### src/design/scanline_pkg.sv
package scanline_pkg;

  ////////////////////////////////////////
  // widths and pipeline
  ////////////////////////////////////////

  localparam int color_width      = 8;  // bits per channel
  localparam int proc_stages      = 10; // fixed latency, input to output
  localparam int bloom_calc_width = 8;  // fraction bits in the bloom math
  localparam int bloom_width      = 5;  // bloom setting, 0..31

  ////////////////////////////////////////
  // data types
  ////////////////////////////////////////

  typedef logic [color_width-1:0] color_t;

  // reference is 2*c or G + (R+B)/2, so one extra bit
  typedef logic [color_width:0] ref_t;

  // strengths, distances and positions are 0.8 fixed point
  typedef logic [7:0] str_t;

  typedef struct packed {
    color_t r;  // high byte
    color_t g;
    color_t b;  // low byte
  } vdata_t;

  ////////////////////////////////////////
  // scanline constants
  ////////////////////////////////////////

  localparam str_t sl_profile_width = 8'h40; // slope of the profile, 0.25
  localparam str_t pos_half         = 8'h80; // center of the line

  // fixed thresholds, fraction of the line left undarkened
  localparam str_t thr_thin   = 8'h30; // 0.1875
  localparam str_t thr_normal = 8'h20; // 0.125
  localparam str_t thr_thick  = 8'h10; // 0.0625

  ////////////////////////////////////////
  // mode selects
  ////////////////////////////////////////

  typedef enum logic [1:0] {
    THIN     = 2'b00,
    NORMAL   = 2'b01,
    THICK    = 2'b10,
    ADAPTIVE = 2'b11   // threshold follows the reference value
  } sl_thickness_e;

  typedef enum logic {
    RECT     = 1'b0,
    FLAT_TOP = 1'b1
  } sl_profile_e;

endpackage

### src/design/scanline_decode.sv
`timescale 1ns/1ps

module scanline_decode (
  input  logic                        VCLK_i,
  input  logic                        nVRST_i,
  input  scanline_pkg::color_t        r_i,
  input  scanline_pkg::color_t        g_i,
  input  scanline_pkg::color_t        b_i,
  input  logic                        sl_per_channel_i,
  input  scanline_pkg::sl_thickness_e sl_thickness_i,
  input  scanline_pkg::sl_profile_e   sl_profile_i,
  input  scanline_pkg::str_t          sl_rel_pos_i,
  output scanline_pkg::str_t          dist_r_o,
  output scanline_pkg::str_t          dist_g_o,
  output scanline_pkg::str_t          dist_b_o,
  output logic                        draw_r_o,
  output logic                        draw_g_o,
  output logic                        draw_b_o,
  output logic                        max_r_o,
  output logic                        max_g_o,
  output logic                        max_b_o,
  output scanline_pkg::ref_t          ref_r_o,
  output scanline_pkg::ref_t          ref_g_o,
  output scanline_pkg::ref_t          ref_b_o
);

  // channel index in the local arrays: 0 red, 1 green, 2 blue
  scanline_pkg::color_t               pix_0l [3];
  logic [scanline_pkg::color_width:0] rpb_0l;
  scanline_pkg::str_t                 pos_0l;
  scanline_pkg::str_t                 pos_1l;
  scanline_pkg::ref_t                 ref_1l [3];
  scanline_pkg::ref_t                 ref_2l [3];
  scanline_pkg::ref_t                 luma_w;
  scanline_pkg::str_t                 thr_w [3];
  scanline_pkg::str_t                 dist_w [3];
  logic [2:0]                         draw_w;
  logic [2:0]                         max_w;
  scanline_pkg::str_t                 dist_2l [3];
  logic [2:0]                         draw_2l;
  logic [2:0]                         max_2l;

  // threshold by thickness mode, adaptive ranges 0 to 0.25
  function automatic scanline_pkg::str_t thr_sel(
    input scanline_pkg::ref_t          ref_v,
    input scanline_pkg::sl_thickness_e mode
  );
    case (mode)
      scanline_pkg::THIN:   thr_sel = scanline_pkg::thr_thin;
      scanline_pkg::NORMAL: thr_sel = scanline_pkg::thr_normal;
      scanline_pkg::THICK:  thr_sel = scanline_pkg::thr_thick;
      default: begin
        thr_sel = {2'b00, ref_v[scanline_pkg::color_width:scanline_pkg::color_width-5]} +
                  ref_v[scanline_pkg::color_width-6]; // rounding bit
      end
    endcase
  endfunction

  ////////////////////////////////////////
  // stage 0 and 1: references, position
  ////////////////////////////////////////

  assign luma_w = {1'b0, pix_0l[1]} + {1'b0, rpb_0l[scanline_pkg::color_width:1]};

  always_ff @(posedge VCLK_i) begin
    pix_0l[0] <= r_i;
    pix_0l[1] <= g_i;
    pix_0l[2] <= b_i;
    rpb_0l    <= {1'b0, r_i} + {1'b0, b_i};
    // fold the lower half of the line onto the upper, 256 - pos
    pos_0l    <= (sl_rel_pos_i > scanline_pkg::pos_half) ? 8'h00 - sl_rel_pos_i
                                                         : sl_rel_pos_i;

    for (int ch = 0; ch < 3; ch++) begin
      ref_1l[ch] <= sl_per_channel_i ? {pix_0l[ch], 1'b0} : luma_w;
      ref_2l[ch] <= ref_1l[ch];
    end
    pos_1l <= pos_0l; // waits for the reference
  end

  ////////////////////////////////////////
  // stage 2: threshold, distance, flags
  ////////////////////////////////////////

  always_comb begin
    for (int ch = 0; ch < 3; ch++) begin
      thr_w[ch]  = thr_sel(ref_1l[ch], sl_thickness_i);
      dist_w[ch] = pos_1l - thr_w[ch];
      if (sl_profile_i == scanline_pkg::FLAT_TOP) begin
        // only past 0.125 beyond the threshold, then at full strength
        draw_w[ch] = (pos_1l > thr_w[ch]) & (|dist_w[ch][7:5]);
        max_w[ch]  = |dist_w[ch][7:5];
      end else begin
        draw_w[ch] = pos_1l > thr_w[ch];
        max_w[ch]  = pos_1l >= thr_w[ch] + scanline_pkg::sl_profile_width;
      end
    end
  end

  always_ff @(posedge VCLK_i or negedge nVRST_i) begin
    if (!nVRST_i) begin
      draw_2l <= '0;
      max_2l  <= '0;
    end else begin
      draw_2l <= draw_w;
      max_2l  <= max_w;
    end
  end

  always_ff @(posedge VCLK_i) begin
    for (int ch = 0; ch < 3; ch++)
      dist_2l[ch] <= dist_w[ch];
  end

  assign dist_r_o = dist_2l[0];
  assign dist_g_o = dist_2l[1];
  assign dist_b_o = dist_2l[2];
  assign draw_r_o = draw_2l[0];
  assign draw_g_o = draw_2l[1];
  assign draw_b_o = draw_2l[2];
  assign max_r_o  = max_2l[0];
  assign max_g_o  = max_2l[1];
  assign max_b_o  = max_2l[2];
  assign ref_r_o  = ref_2l[0];
  assign ref_g_o  = ref_2l[1];
  assign ref_b_o  = ref_2l[2];

endmodule

### src/design/scanline_execute.sv
`timescale 1ns/1ps

module scanline_execute (
  input  logic                                 VCLK_i,
  input  logic                                 nVRST_i,
  input  logic                                 sl_en_i,
  input  scanline_pkg::sl_profile_e            sl_profile_i,
  input  scanline_pkg::str_t                   sl_strength_i,
  input  logic [scanline_pkg::bloom_width-1:0] sl_bloom_i,
  input  scanline_pkg::str_t                   dist_r_i,
  input  scanline_pkg::str_t                   dist_g_i,
  input  scanline_pkg::str_t                   dist_b_i,
  input  logic                                 draw_r_i,
  input  logic                                 draw_g_i,
  input  logic                                 draw_b_i,
  input  logic                                 max_r_i,
  input  logic                                 max_g_i,
  input  logic                                 max_b_i,
  input  scanline_pkg::ref_t                   ref_r_i,
  input  scanline_pkg::ref_t                   ref_g_i,
  input  scanline_pkg::ref_t                   ref_b_i,
  output scanline_pkg::str_t                   scale_r_o,
  output scanline_pkg::str_t                   scale_g_o,
  output scanline_pkg::str_t                   scale_b_o,
  output logic                                 draw_r_o,
  output logic                                 draw_g_o,
  output logic                                 draw_b_o
);

  // index 0 red, 1 green, 2 blue
  scanline_pkg::str_t dist_w [3];
  scanline_pkg::ref_t ref_w [3];
  logic [2:0]         draw_w;
  logic [2:0]         max_w;

  logic [scanline_pkg::color_width+scanline_pkg::bloom_width:0]      rb_prod_w [3];
  logic [2*scanline_pkg::color_width-1:0]                            str_prod_w [3];
  logic [scanline_pkg::color_width+scanline_pkg::bloom_calc_width:0] v_prod_w [3];

  scanline_pkg::str_t shape_3l [3];
  logic [2:0]         max_3l;
  scanline_pkg::ref_t rpre_3l [3];
  scanline_pkg::ref_t rpre_4l [3];
  scanline_pkg::str_t str_4l [3];
  scanline_pkg::str_t str_5l [3];
  scanline_pkg::ref_t v_5l [3];
  scanline_pkg::str_t b_6l [3];
  scanline_pkg::str_t k_7l [3];
  logic [2:0]         draw_l [3:7]; // draw flag per stage

  assign dist_w = '{dist_r_i, dist_g_i, dist_b_i};
  assign ref_w  = '{ref_r_i, ref_g_i, ref_b_i};
  assign draw_w = {draw_b_i, draw_g_i, draw_r_i};  // bit 0 is red
  assign max_w  = {max_b_i, max_g_i, max_r_i};

  always_comb begin
    for (int ch = 0; ch < 3; ch++) begin
      rb_prod_w[ch]  = ref_w[ch] * sl_bloom_i;
      str_prod_w[ch] = shape_3l[ch] * sl_strength_i;
      v_prod_w[ch]   = rpre_4l[ch] * str_4l[ch];
    end
  end

  ////////////////////////////////////////
  // flag pipeline, enable joins at 4
  ////////////////////////////////////////

  always_ff @(posedge VCLK_i or negedge nVRST_i) begin
    if (!nVRST_i) begin
      max_3l <= '0;
      for (int st = 3; st <= 7; st++)
        draw_l[st] <= '0;
    end else begin
      max_3l    <= max_w;
      draw_l[3] <= draw_w;
      draw_l[4] <= draw_l[3] & {3{sl_en_i}};
      for (int st = 5; st <= 7; st++)
        draw_l[st] <= draw_l[st-1];
    end
  end

  ////////////////////////////////////////
  // strength and bloom datapath
  ////////////////////////////////////////

  always_ff @(posedge VCLK_i) begin
    for (int ch = 0; ch < 3; ch++) begin
      // stage 3: profile shape
      if (sl_profile_i == scanline_pkg::FLAT_TOP)
        shape_3l[ch] <= '0; // no slope, level comes from the max flag
      else
        shape_3l[ch] <= {dist_w[ch][5:0], dist_w[ch][5:4]};
      // bloom weight of the reference, ref * bloom / 32
      rpre_3l[ch] <= rb_prod_w[ch][scanline_pkg::color_width+scanline_pkg::bloom_width:
                                   scanline_pkg::bloom_width];

      // stage 4: scale by global strength
      str_4l[ch]  <= max_3l[ch] ? sl_strength_i
                                : str_prod_w[ch][2*scanline_pkg::color_width-1:
                                                 scanline_pkg::color_width];
      rpre_4l[ch] <= rpre_3l[ch];  // wait for strength

      // stage 5: bloom reduction value
      str_5l[ch] <= str_4l[ch];
      v_5l[ch]   <= v_prod_w[ch][scanline_pkg::color_width+scanline_pkg::bloom_calc_width:
                                 scanline_pkg::bloom_calc_width];

      // stage 6: clamp at zero
      if ({1'b0, str_5l[ch]} < v_5l[ch])
        b_6l[ch] <= '0;
      else
        b_6l[ch] <= str_5l[ch] - v_5l[ch][scanline_pkg::color_width-1:0];

      // stage 7: darkening factor
      k_7l[ch] <= 8'hff - b_6l[ch];
    end
  end

  assign scale_r_o = k_7l[0];
  assign scale_g_o = k_7l[1];
  assign scale_b_o = k_7l[2];
  assign draw_r_o  = draw_l[7][0];
  assign draw_g_o  = draw_l[7][1];
  assign draw_b_o  = draw_l[7][2];

endmodule

### src/design/scanline_result.sv
`timescale 1ns/1ps

module scanline_result (
  input  logic                 VCLK_i,
  input  logic                 nVRST_i,
  input  scanline_pkg::color_t r_i,
  input  scanline_pkg::color_t g_i,
  input  scanline_pkg::color_t b_i,
  input  logic                 hsync_i,
  input  logic                 vsync_i,
  input  logic                 de_i,
  input  scanline_pkg::str_t   scale_r_i,
  input  scanline_pkg::str_t   scale_g_i,
  input  scanline_pkg::str_t   scale_b_i,
  input  logic                 draw_r_i,
  input  logic                 draw_g_i,
  input  logic                 draw_b_i,
  output logic                 hsync_o,
  output logic                 vsync_o,
  output logic                 de_o,
  output scanline_pkg::vdata_t vdata_o
);

  // raw pixel delay, stages 0 to 8, index 0 red
  scanline_pkg::color_t pix_l [3][scanline_pkg::proc_stages-1];
  logic [scanline_pkg::proc_stages-2:0] hs_l, vs_l, de_l;

  scanline_pkg::color_t raw_w [3];
  scanline_pkg::str_t   scale_w [3];
  logic [2:0]           draw_w;
  logic [scanline_pkg::color_width+scanline_pkg::bloom_calc_width-1:0] sl_prod_w [3];
  scanline_pkg::color_t out_w [3];

  logic [2:0]           draw_8l;
  scanline_pkg::color_t sl_8l [3];

  assign raw_w   = '{r_i, g_i, b_i};
  assign scale_w = '{scale_r_i, scale_g_i, scale_b_i};
  assign draw_w  = {draw_b_i, draw_g_i, draw_r_i};

  always_comb begin
    for (int ch = 0; ch < 3; ch++) begin
      sl_prod_w[ch] = pix_l[ch][scanline_pkg::proc_stages-3] * scale_w[ch]; // stage 7 pixel
      out_w[ch]     = (de_l[scanline_pkg::proc_stages-2] && draw_8l[ch]) ?
                      sl_8l[ch] : pix_l[ch][scanline_pkg::proc_stages-2];
    end
  end

  ////////////////////////////////////////
  // pixel delay and darkened value
  ////////////////////////////////////////

  always_ff @(posedge VCLK_i) begin
    for (int ch = 0; ch < 3; ch++) begin
      pix_l[ch][0] <= raw_w[ch];
      for (int st = 1; st < scanline_pkg::proc_stages-1; st++)
        pix_l[ch][st] <= pix_l[ch][st-1];
      // c * k / 256, to stage 8
      sl_8l[ch] <= sl_prod_w[ch][scanline_pkg::color_width+scanline_pkg::bloom_calc_width-1:
                                 scanline_pkg::bloom_calc_width];
    end
  end

  ////////////////////////////////////////
  // sync delay and output register
  ////////////////////////////////////////

  always_ff @(posedge VCLK_i or negedge nVRST_i) begin
    if (!nVRST_i) begin
      hs_l    <= '0;
      vs_l    <= '0;
      de_l    <= '0;
      draw_8l <= '0;
      hsync_o <= 1'b0;
      vsync_o <= 1'b0;
      de_o    <= 1'b0;
      vdata_o <= '0;
    end else begin
      hs_l    <= {hs_l[scanline_pkg::proc_stages-3:0], hsync_i};
      vs_l    <= {vs_l[scanline_pkg::proc_stages-3:0], vsync_i};
      de_l    <= {de_l[scanline_pkg::proc_stages-3:0], de_i};
      draw_8l <= draw_w;
      hsync_o <= hs_l[scanline_pkg::proc_stages-2];
      vsync_o <= vs_l[scanline_pkg::proc_stages-2];
      de_o    <= de_l[scanline_pkg::proc_stages-2];
      vdata_o <= {out_w[0], out_w[1], out_w[2]}; // red high
    end
  end

endmodule

### src/design/scanline_emu.sv
`timescale 1ns/1ps

module scanline_emu (
  input  logic                                 VCLK_i,
  input  logic                                 nVRST_i,
  input  logic                                 HSYNC_i,
  input  logic                                 VSYNC_i,
  input  logic                                 DE_i,
  input  scanline_pkg::vdata_t                 vdata_i,
  input  logic                                 sl_en_i,
  input  logic                                 sl_per_channel_i,
  input  scanline_pkg::sl_thickness_e          sl_thickness_i,
  input  scanline_pkg::sl_profile_e            sl_profile_i,
  input  scanline_pkg::str_t                   sl_rel_pos_i,
  input  scanline_pkg::str_t                   sl_strength_i,
  input  logic [scanline_pkg::bloom_width-1:0] sl_bloom_i,
  output logic                                 HSYNC_o,
  output logic                                 VSYNC_o,
  output logic                                 DE_o,
  output scanline_pkg::vdata_t                 vdata_o
);

  scanline_pkg::color_t red_w, green_w, blue_w;

  // decode to execute, stage 2
  scanline_pkg::str_t dist_r_w, dist_g_w, dist_b_w;
  logic               draw2_r_w, draw2_g_w, draw2_b_w;
  logic               max_r_w, max_g_w, max_b_w;
  scanline_pkg::ref_t ref_r_w, ref_g_w, ref_b_w;

  // execute to result, stage 7
  scanline_pkg::str_t scale_r_w, scale_g_w, scale_b_w;
  logic               draw7_r_w, draw7_g_w, draw7_b_w;

  assign red_w   = vdata_i.r;
  assign green_w = vdata_i.g;
  assign blue_w  = vdata_i.b;

  scanline_decode decode0 (
    .VCLK_i          (VCLK_i),
    .nVRST_i         (nVRST_i),
    .r_i             (red_w),
    .g_i             (green_w),
    .b_i             (blue_w),
    .sl_per_channel_i(sl_per_channel_i),
    .sl_thickness_i  (sl_thickness_i),
    .sl_profile_i    (sl_profile_i),
    .sl_rel_pos_i    (sl_rel_pos_i),
    .dist_r_o        (dist_r_w),
    .dist_g_o        (dist_g_w),
    .dist_b_o        (dist_b_w),
    .draw_r_o        (draw2_r_w),
    .draw_g_o        (draw2_g_w),
    .draw_b_o        (draw2_b_w),
    .max_r_o         (max_r_w),
    .max_g_o         (max_g_w),
    .max_b_o         (max_b_w),
    .ref_r_o         (ref_r_w),
    .ref_g_o         (ref_g_w),
    .ref_b_o         (ref_b_w)
  );

  scanline_execute execute0 (
    .VCLK_i       (VCLK_i),
    .nVRST_i      (nVRST_i),
    .sl_en_i      (sl_en_i),
    .sl_profile_i (sl_profile_i),
    .sl_strength_i(sl_strength_i),
    .sl_bloom_i   (sl_bloom_i),
    .dist_r_i     (dist_r_w),
    .dist_g_i     (dist_g_w),
    .dist_b_i     (dist_b_w),
    .draw_r_i     (draw2_r_w),
    .draw_g_i     (draw2_g_w),
    .draw_b_i     (draw2_b_w),
    .max_r_i      (max_r_w),
    .max_g_i      (max_g_w),
    .max_b_i      (max_b_w),
    .ref_r_i      (ref_r_w),
    .ref_g_i      (ref_g_w),
    .ref_b_i      (ref_b_w),
    .scale_r_o    (scale_r_w),
    .scale_g_o    (scale_g_w),
    .scale_b_o    (scale_b_w),
    .draw_r_o     (draw7_r_w),
    .draw_g_o     (draw7_g_w),
    .draw_b_o     (draw7_b_w)
  );

  scanline_result result0 (
    .VCLK_i   (VCLK_i),
    .nVRST_i  (nVRST_i),
    .r_i      (red_w),
    .g_i      (green_w),
    .b_i      (blue_w),
    .hsync_i  (HSYNC_i),
    .vsync_i  (VSYNC_i),
    .de_i     (DE_i),
    .scale_r_i(scale_r_w),
    .scale_g_i(scale_g_w),
    .scale_b_i(scale_b_w),
    .draw_r_i (draw7_r_w),
    .draw_g_i (draw7_g_w),
    .draw_b_i (draw7_b_w),
    .hsync_o  (HSYNC_o),
    .vsync_o  (VSYNC_o),
    .de_o     (DE_o),
    .vdata_o  (vdata_o)
  );

endmodule

### config.mk
export PLATFORM = sky130hd
export DESIGN_NAME = scanline_emu
export DESIGN_NICKNAME = d
export VERILOG_FILES = /design/src/design/scanline_pkg.sv /design/src/design/scanline_decode.sv /design/src/design/scanline_execute.sv /design/src/design/scanline_result.sv /design/src/design/scanline_emu.sv
export SDC_FILE = /design/constraint.sdc
export NUM_CORES = 2
export LEC_CHECK = 0
export BUFFER_PORTS_ARGS = -buffer_cell sky130_fd_sc_hd__buf_2
export CORE_MARGIN = 5
export CORE_UTILIZATION = 60
export CTS_CLUSTER_SIZE = 24
export DETAILED_ROUTE_END_ITERATION = 10
export PLACE_DENSITY = 0.77
export SYNTH_ARGS = -nofsm -noshare
export SYNTH_HDL_FRONTEND = slang
export SYNTH_SLANG_ARGS = --single-unit
### constraint.sdc
create_clock -name VCLK_i -period 5 [get_ports VCLK_i]
set_input_delay 0.25 -clock VCLK_i [delete_from_list [all_inputs] [get_ports VCLK_i]]
set_output_delay 0.25 -clock VCLK_i [all_outputs]
set_load 0.05 [all_outputs]
==> qor.csv <==
stage,metric,value,unit
sta,final number of hold-violating endpoints,0,
sta,Max Clock Skew,0.0353,ns
yosys,cell with the most instances after synthesis,sky130_fd_sc_hd__inv_1,
global_routing,global-route wire length before repair,125000,um
yosys,area fraction of the dominant cell type after synthesis,27.8,%
sta,Slew Limit Fails,0,
sta,post-route worst hold slack,0.0528,ns
sta,minimum clock period,4.77,ns
clock_network,Clock Tree Root,sky130_fd_sc_hd__clkbuf_16,
floorplanning,Die Footprint,68300,um^2
yosys,"EDFF count, synth",0,
placed_design,routability-driven placement congestion ratio,0.865,
floorplanning,Horiz. Die Dim,261,um
yosys,most frequently used flop master after synthesis,sky130_fd_sc_hd__dfxtp_1,
yosys,"Net Count, Synth",4558,
yosys,cell area after synthesis,37900,um^2
run,max-capacitance violation count,0,
placed_design,half-perimeter wire length of the detailed placement result,57500,um
drt,DRC Markers,0,
worst_setup_path,most numerous cell on the critical path,sky130_fd_sc_hd__fa_1,
sta,transition at the pin with the smallest max-transition slack,1.07,ns
worst_setup_path,highest-delay cell along the critical path,sky130_fd_sc_hd__fa_1,
sta,Post-Route Setup TNS,0,ns
floorplanning,placeable core region,62900,um^2
worst_setup_path,data arrival at the endpoint of the critical path,5.25,ns
worst_setup_path,number of buffer and inverter instances along the worst setup path,2,
drt,total length of routed wires,73300,um
global_routing,total global routing track utilization,22.3,%
yosys,leading cell types by count after synthesis,"655 x sky130_fd_sc_hd__inv_1, 527 x sky130_fd_sc_hd__dfxtp_1, 498 x sky130_fd_sc_hd__and2_1, 433 x sky130_fd_sc_hd__ha_1, 401 x sky130_fd_sc_hd__fa_1",
drt,number of routed nets with antenna violations,0,
clock_network,CTS tree,built,
yosys,Synthesis Warnings,0,
drt,routed len/inst,15.5,um
yosys,Avg Synthesized Cell Area,10.3,um^2
yosys,proportion of synthesized flip-flops having asynchronous set or reset,13.3,%
finish,net total in the final layout,4730,
clock_network,Inserted Clock Buffers,61,
clock_network,Clock transition at path regs,0.06,ns
yosys,Synth area leader,sky130_fd_sc_hd__dfxtp_1,
sta,peak clock frequency supported by timing,210,MHz
worst_setup_path,endpoint type of the worst setup path,flip-flop,
global_routing,total global routing overflow,0,
yosys,number of storage elements in the synthesis netlist,608,
global_routing,pin count of the biggest net entering global routing,82,
clock_network,H-tree lvl count,2,
yosys,top area cells in the synthesized netlist,"sky130_fd_sc_hd__dfxtp_1 28%, sky130_fd_sc_hd__fa_1 21%, sky130_fd_sc_hd__ha_1 14%",
floorplanning,starting density of the core,60.3,%
placed_design,Post-Place Setup Slack,0.110,ns
worst_setup_path,CP Data Required Time,5.48,ns
floorplanning,site row count,92,
worst_setup_path,worst-path cell chain,"and2_1, fa_1, fa_1, fa_1, inv_1, fa_1, inv_1, ha_1, nand2_1, nor2_1, nand3_1, a21boi_0, nor3_1, o31ai_1",
outcome,result of the run,finished clean,
sta,least setup slack across all paths after layout,0.228,ns
yosys,number of different library cells in the post-synthesis netlist,67,
finish,share of cells above drive strength 1,6.57,%
worst_setup_path,maximum cell stage delay along the critical path,0.55,ns
worst_setup_path,maximum fanout encountered on the critical timing path,9,
clock_network,clock latency at the later pin of the worst-skew pair,0.64,ns
yosys,Syn Inst Count,3669,
worst_setup_path,"setup slack, reg-to-reg",0.23,ns
floorplanning,vertical extent of the die,261,um
worst_setup_path,dominant delay contributor by cell family on the critical path,adder cells,
worst_setup_path,CP Launch Type,flip-flop,
clock_network,buffer levels on the longest clock path,3,
sta,share of the cycle needed by the critical path after routing,95.4,%
drt,Via density,5.14,
floorplanning,I/O pin cnt,82,
drt,number of iterations in the first detailed-routing pass,5,
sta,Slew HR,28.8,%
sta,RSZ-0062 raised after global routing,no,
global_routing,number of global-route vias before repair,25500,
worst_setup_path,Setup Crit Path Kind,flip-flop to flip-flop,
clock_network,sink count of the clock tree,608,
worst_hold_path,worst hold path type,input port to flip-flop,
drt,total via count after detailed routing,24400,
drt,initial drt markers,1199,
placed_design,number of input and output port buffers inserted,81,
global_routing,number of antenna violations at the first check in global routing,2,
finish,area grow syn2layout,11.0,%
yosys,sequential fraction of the synthesis area,33.2,%
sta,# setup viols final,0,
[layout by cell type, fill, tap and decap left out, types with 26 or more instances in the layout]
cell type / netlist / layout
sky130_fd_sc_hd__a21oi_1: 76 / 76
sky130_fd_sc_hd__ha_1: 433 / 433
sky130_fd_sc_hd__nor2_1: 84 / 84
sky130_fd_sc_hd__buf_4: 0 / 28
sky130_fd_sc_hd__xnor2_1: 87 / 87
sky130_fd_sc_hd__dfrtp_1: 81 / 81
sky130_fd_sc_hd__o21ai_0: 81 / 81
sky130_fd_sc_hd__xor2_1: 41 / 41
sky130_fd_sc_hd__nand2_1: 254 / 254
sky130_fd_sc_hd__a21o_1: 38 / 38
sky130_fd_sc_hd__and2_1: 498 / 498
sky130_fd_sc_hd__fa_1: 401 / 401
sky130_fd_sc_hd__mux2_2: 27 / 27
sky130_fd_sc_hd__nand2b_1: 26 / 26
sky130_fd_sc_hd__nor2b_1: 58 / 58
sky130_fd_sc_hd__clkbuf_16: 0 / 66
sky130_fd_sc_hd__dlygate4sd3_1: 0 / 43
sky130_fd_sc_hd__buf_2: 0 / 80
sky130_fd_sc_hd__dfxtp_1: 527 / 527
sky130_fd_sc_hd__inv_1: 655 / 655
[per-layer routing]
layer / up-vias / wire length, um / part of all wire, % / track usage (%)
met3: 136 / 3500 / 4.8 / 3.36
li1: 11900 / - / - / -
met4: 2 / 2210 / 3.0 / 6.86
met5: - / 4 / 0.0055 / 0
met2: 483 / 34600 / 47 / 37.1
met1: 11900 / 32900 / 45 / 30.5
[worst paths after layout]
check	from	end	cells after the start
worst max-delay path	execute0.shape_3l[0][1]	execute0.str_4l[0][3]	14
worst min-delay path	sl_strength_i[4]	execute0.str_4l[0][20]	3
worst max register to register	execute0.shape_3l[0][1]	execute0.str_4l[0][3]	14
worst min register to register	result0.pix_l[2][34]	result0.pix_l[2][26]	0
max in group asynchronous	nVRST_i	execute0.draw_l[13]	2
min in group asynchronous	nVRST_i	result0.vdata_o[0]	2
[worst register-to-register path: stages, from the launching register on]
cell and delay, ns:
sky130_fd_sc_hd__dfxtp_1 0.48, sky130_fd_sc_hd__and2_1 0.26, sky130_fd_sc_hd__fa_1 0.44, sky130_fd_sc_hd__fa_1 0.52, sky130_fd_sc_hd__fa_1 0.55, sky130_fd_sc_hd__inv_1 0.05
sky130_fd_sc_hd__fa_1 0.52, sky130_fd_sc_hd__inv_1 0.04, sky130_fd_sc_hd__ha_1 0.33, sky130_fd_sc_hd__nand2_1 0.09, sky130_fd_sc_hd__nor2_1 0.17, sky130_fd_sc_hd__nand3_1 0.19
sky130_fd_sc_hd__a21boi_0 0.44, sky130_fd_sc_hd__nor3_1 0.10, sky130_fd_sc_hd__o31ai_1 0.45
[sequential cells by signal (all words and copies together), names as in the netlist, 8 cells and up]
register           flops
decode0.dist_2l       18
decode0.ref_1l        25
execute0.rpre_3l      27
result0.vs_l           9
execute0.b_6l         24
execute0.draw_l       12
result0.vdata_o       24
execute0.str_5l       24
result0.hs_l           9
execute0.k_7l         24
decode0.rpb_0l         8
execute0.shape_3l     18
execute0.rpre_4l      27
execute0.v_5l         27
decode0.pos_1l         8
execute0.str_4l       24
decode0.pos_0l         8
result0.pix_l        213
result0.sl_8l         24
decode0.ref_2l        25
result0.de_l           9
[repair_timing]
| action | 4_1_cts | 5_1_grt |
|---|---|---|
| endpoints found under the setup margin | 0 | 3 |
| buffers inserted | 0 | 0 |
| hold buffers | 43 | 0 |
| endpoints found under the hold margin | 124 | 0 |
| resized for setup | 0 | 2 |
[through the flow]
step / utilization (%) / instance area [um^2] / std cells
after floorplan: - / 37900 / 3669
after global placement: 62.7 / 39400 / 4581
after detailed placement: 62.7 / 39400 / 4581
after CTS: 67.0 / 42100 / 4740
after global routing: 67.0 / 42100 / 4741
final: 67.0 / 42100 / 4743
[final cells by class]
class / count / area, um^2
multi-input combinational: 2364 / 22700
inverter: 655 / 2460
tap: 846 / 1060
antenna: 3 / 7.51
timing repair buffer: 151 / 1040
sequential: 608 / 12600
fill: 4855 / 20700
clock inverter: 36 / 460
clock buffer: 80 / 1760
[logic make-up after synthesis]
kind of cell | Yosys count | share of synthesized area [%]
fa+ha+maj | 834 | 35.5
mux | 30 | 0.881
simple gates | 1027 | 14.7
flops | 608 | 33.2
xor+xnor | 128 | 2.96
compound gates | 345 | 5.95
buf+inv | 697 | 6.90
Power is not shown: default switching activity piles up to over one toggle a cycle in this logic, so the estimate is an artifact.
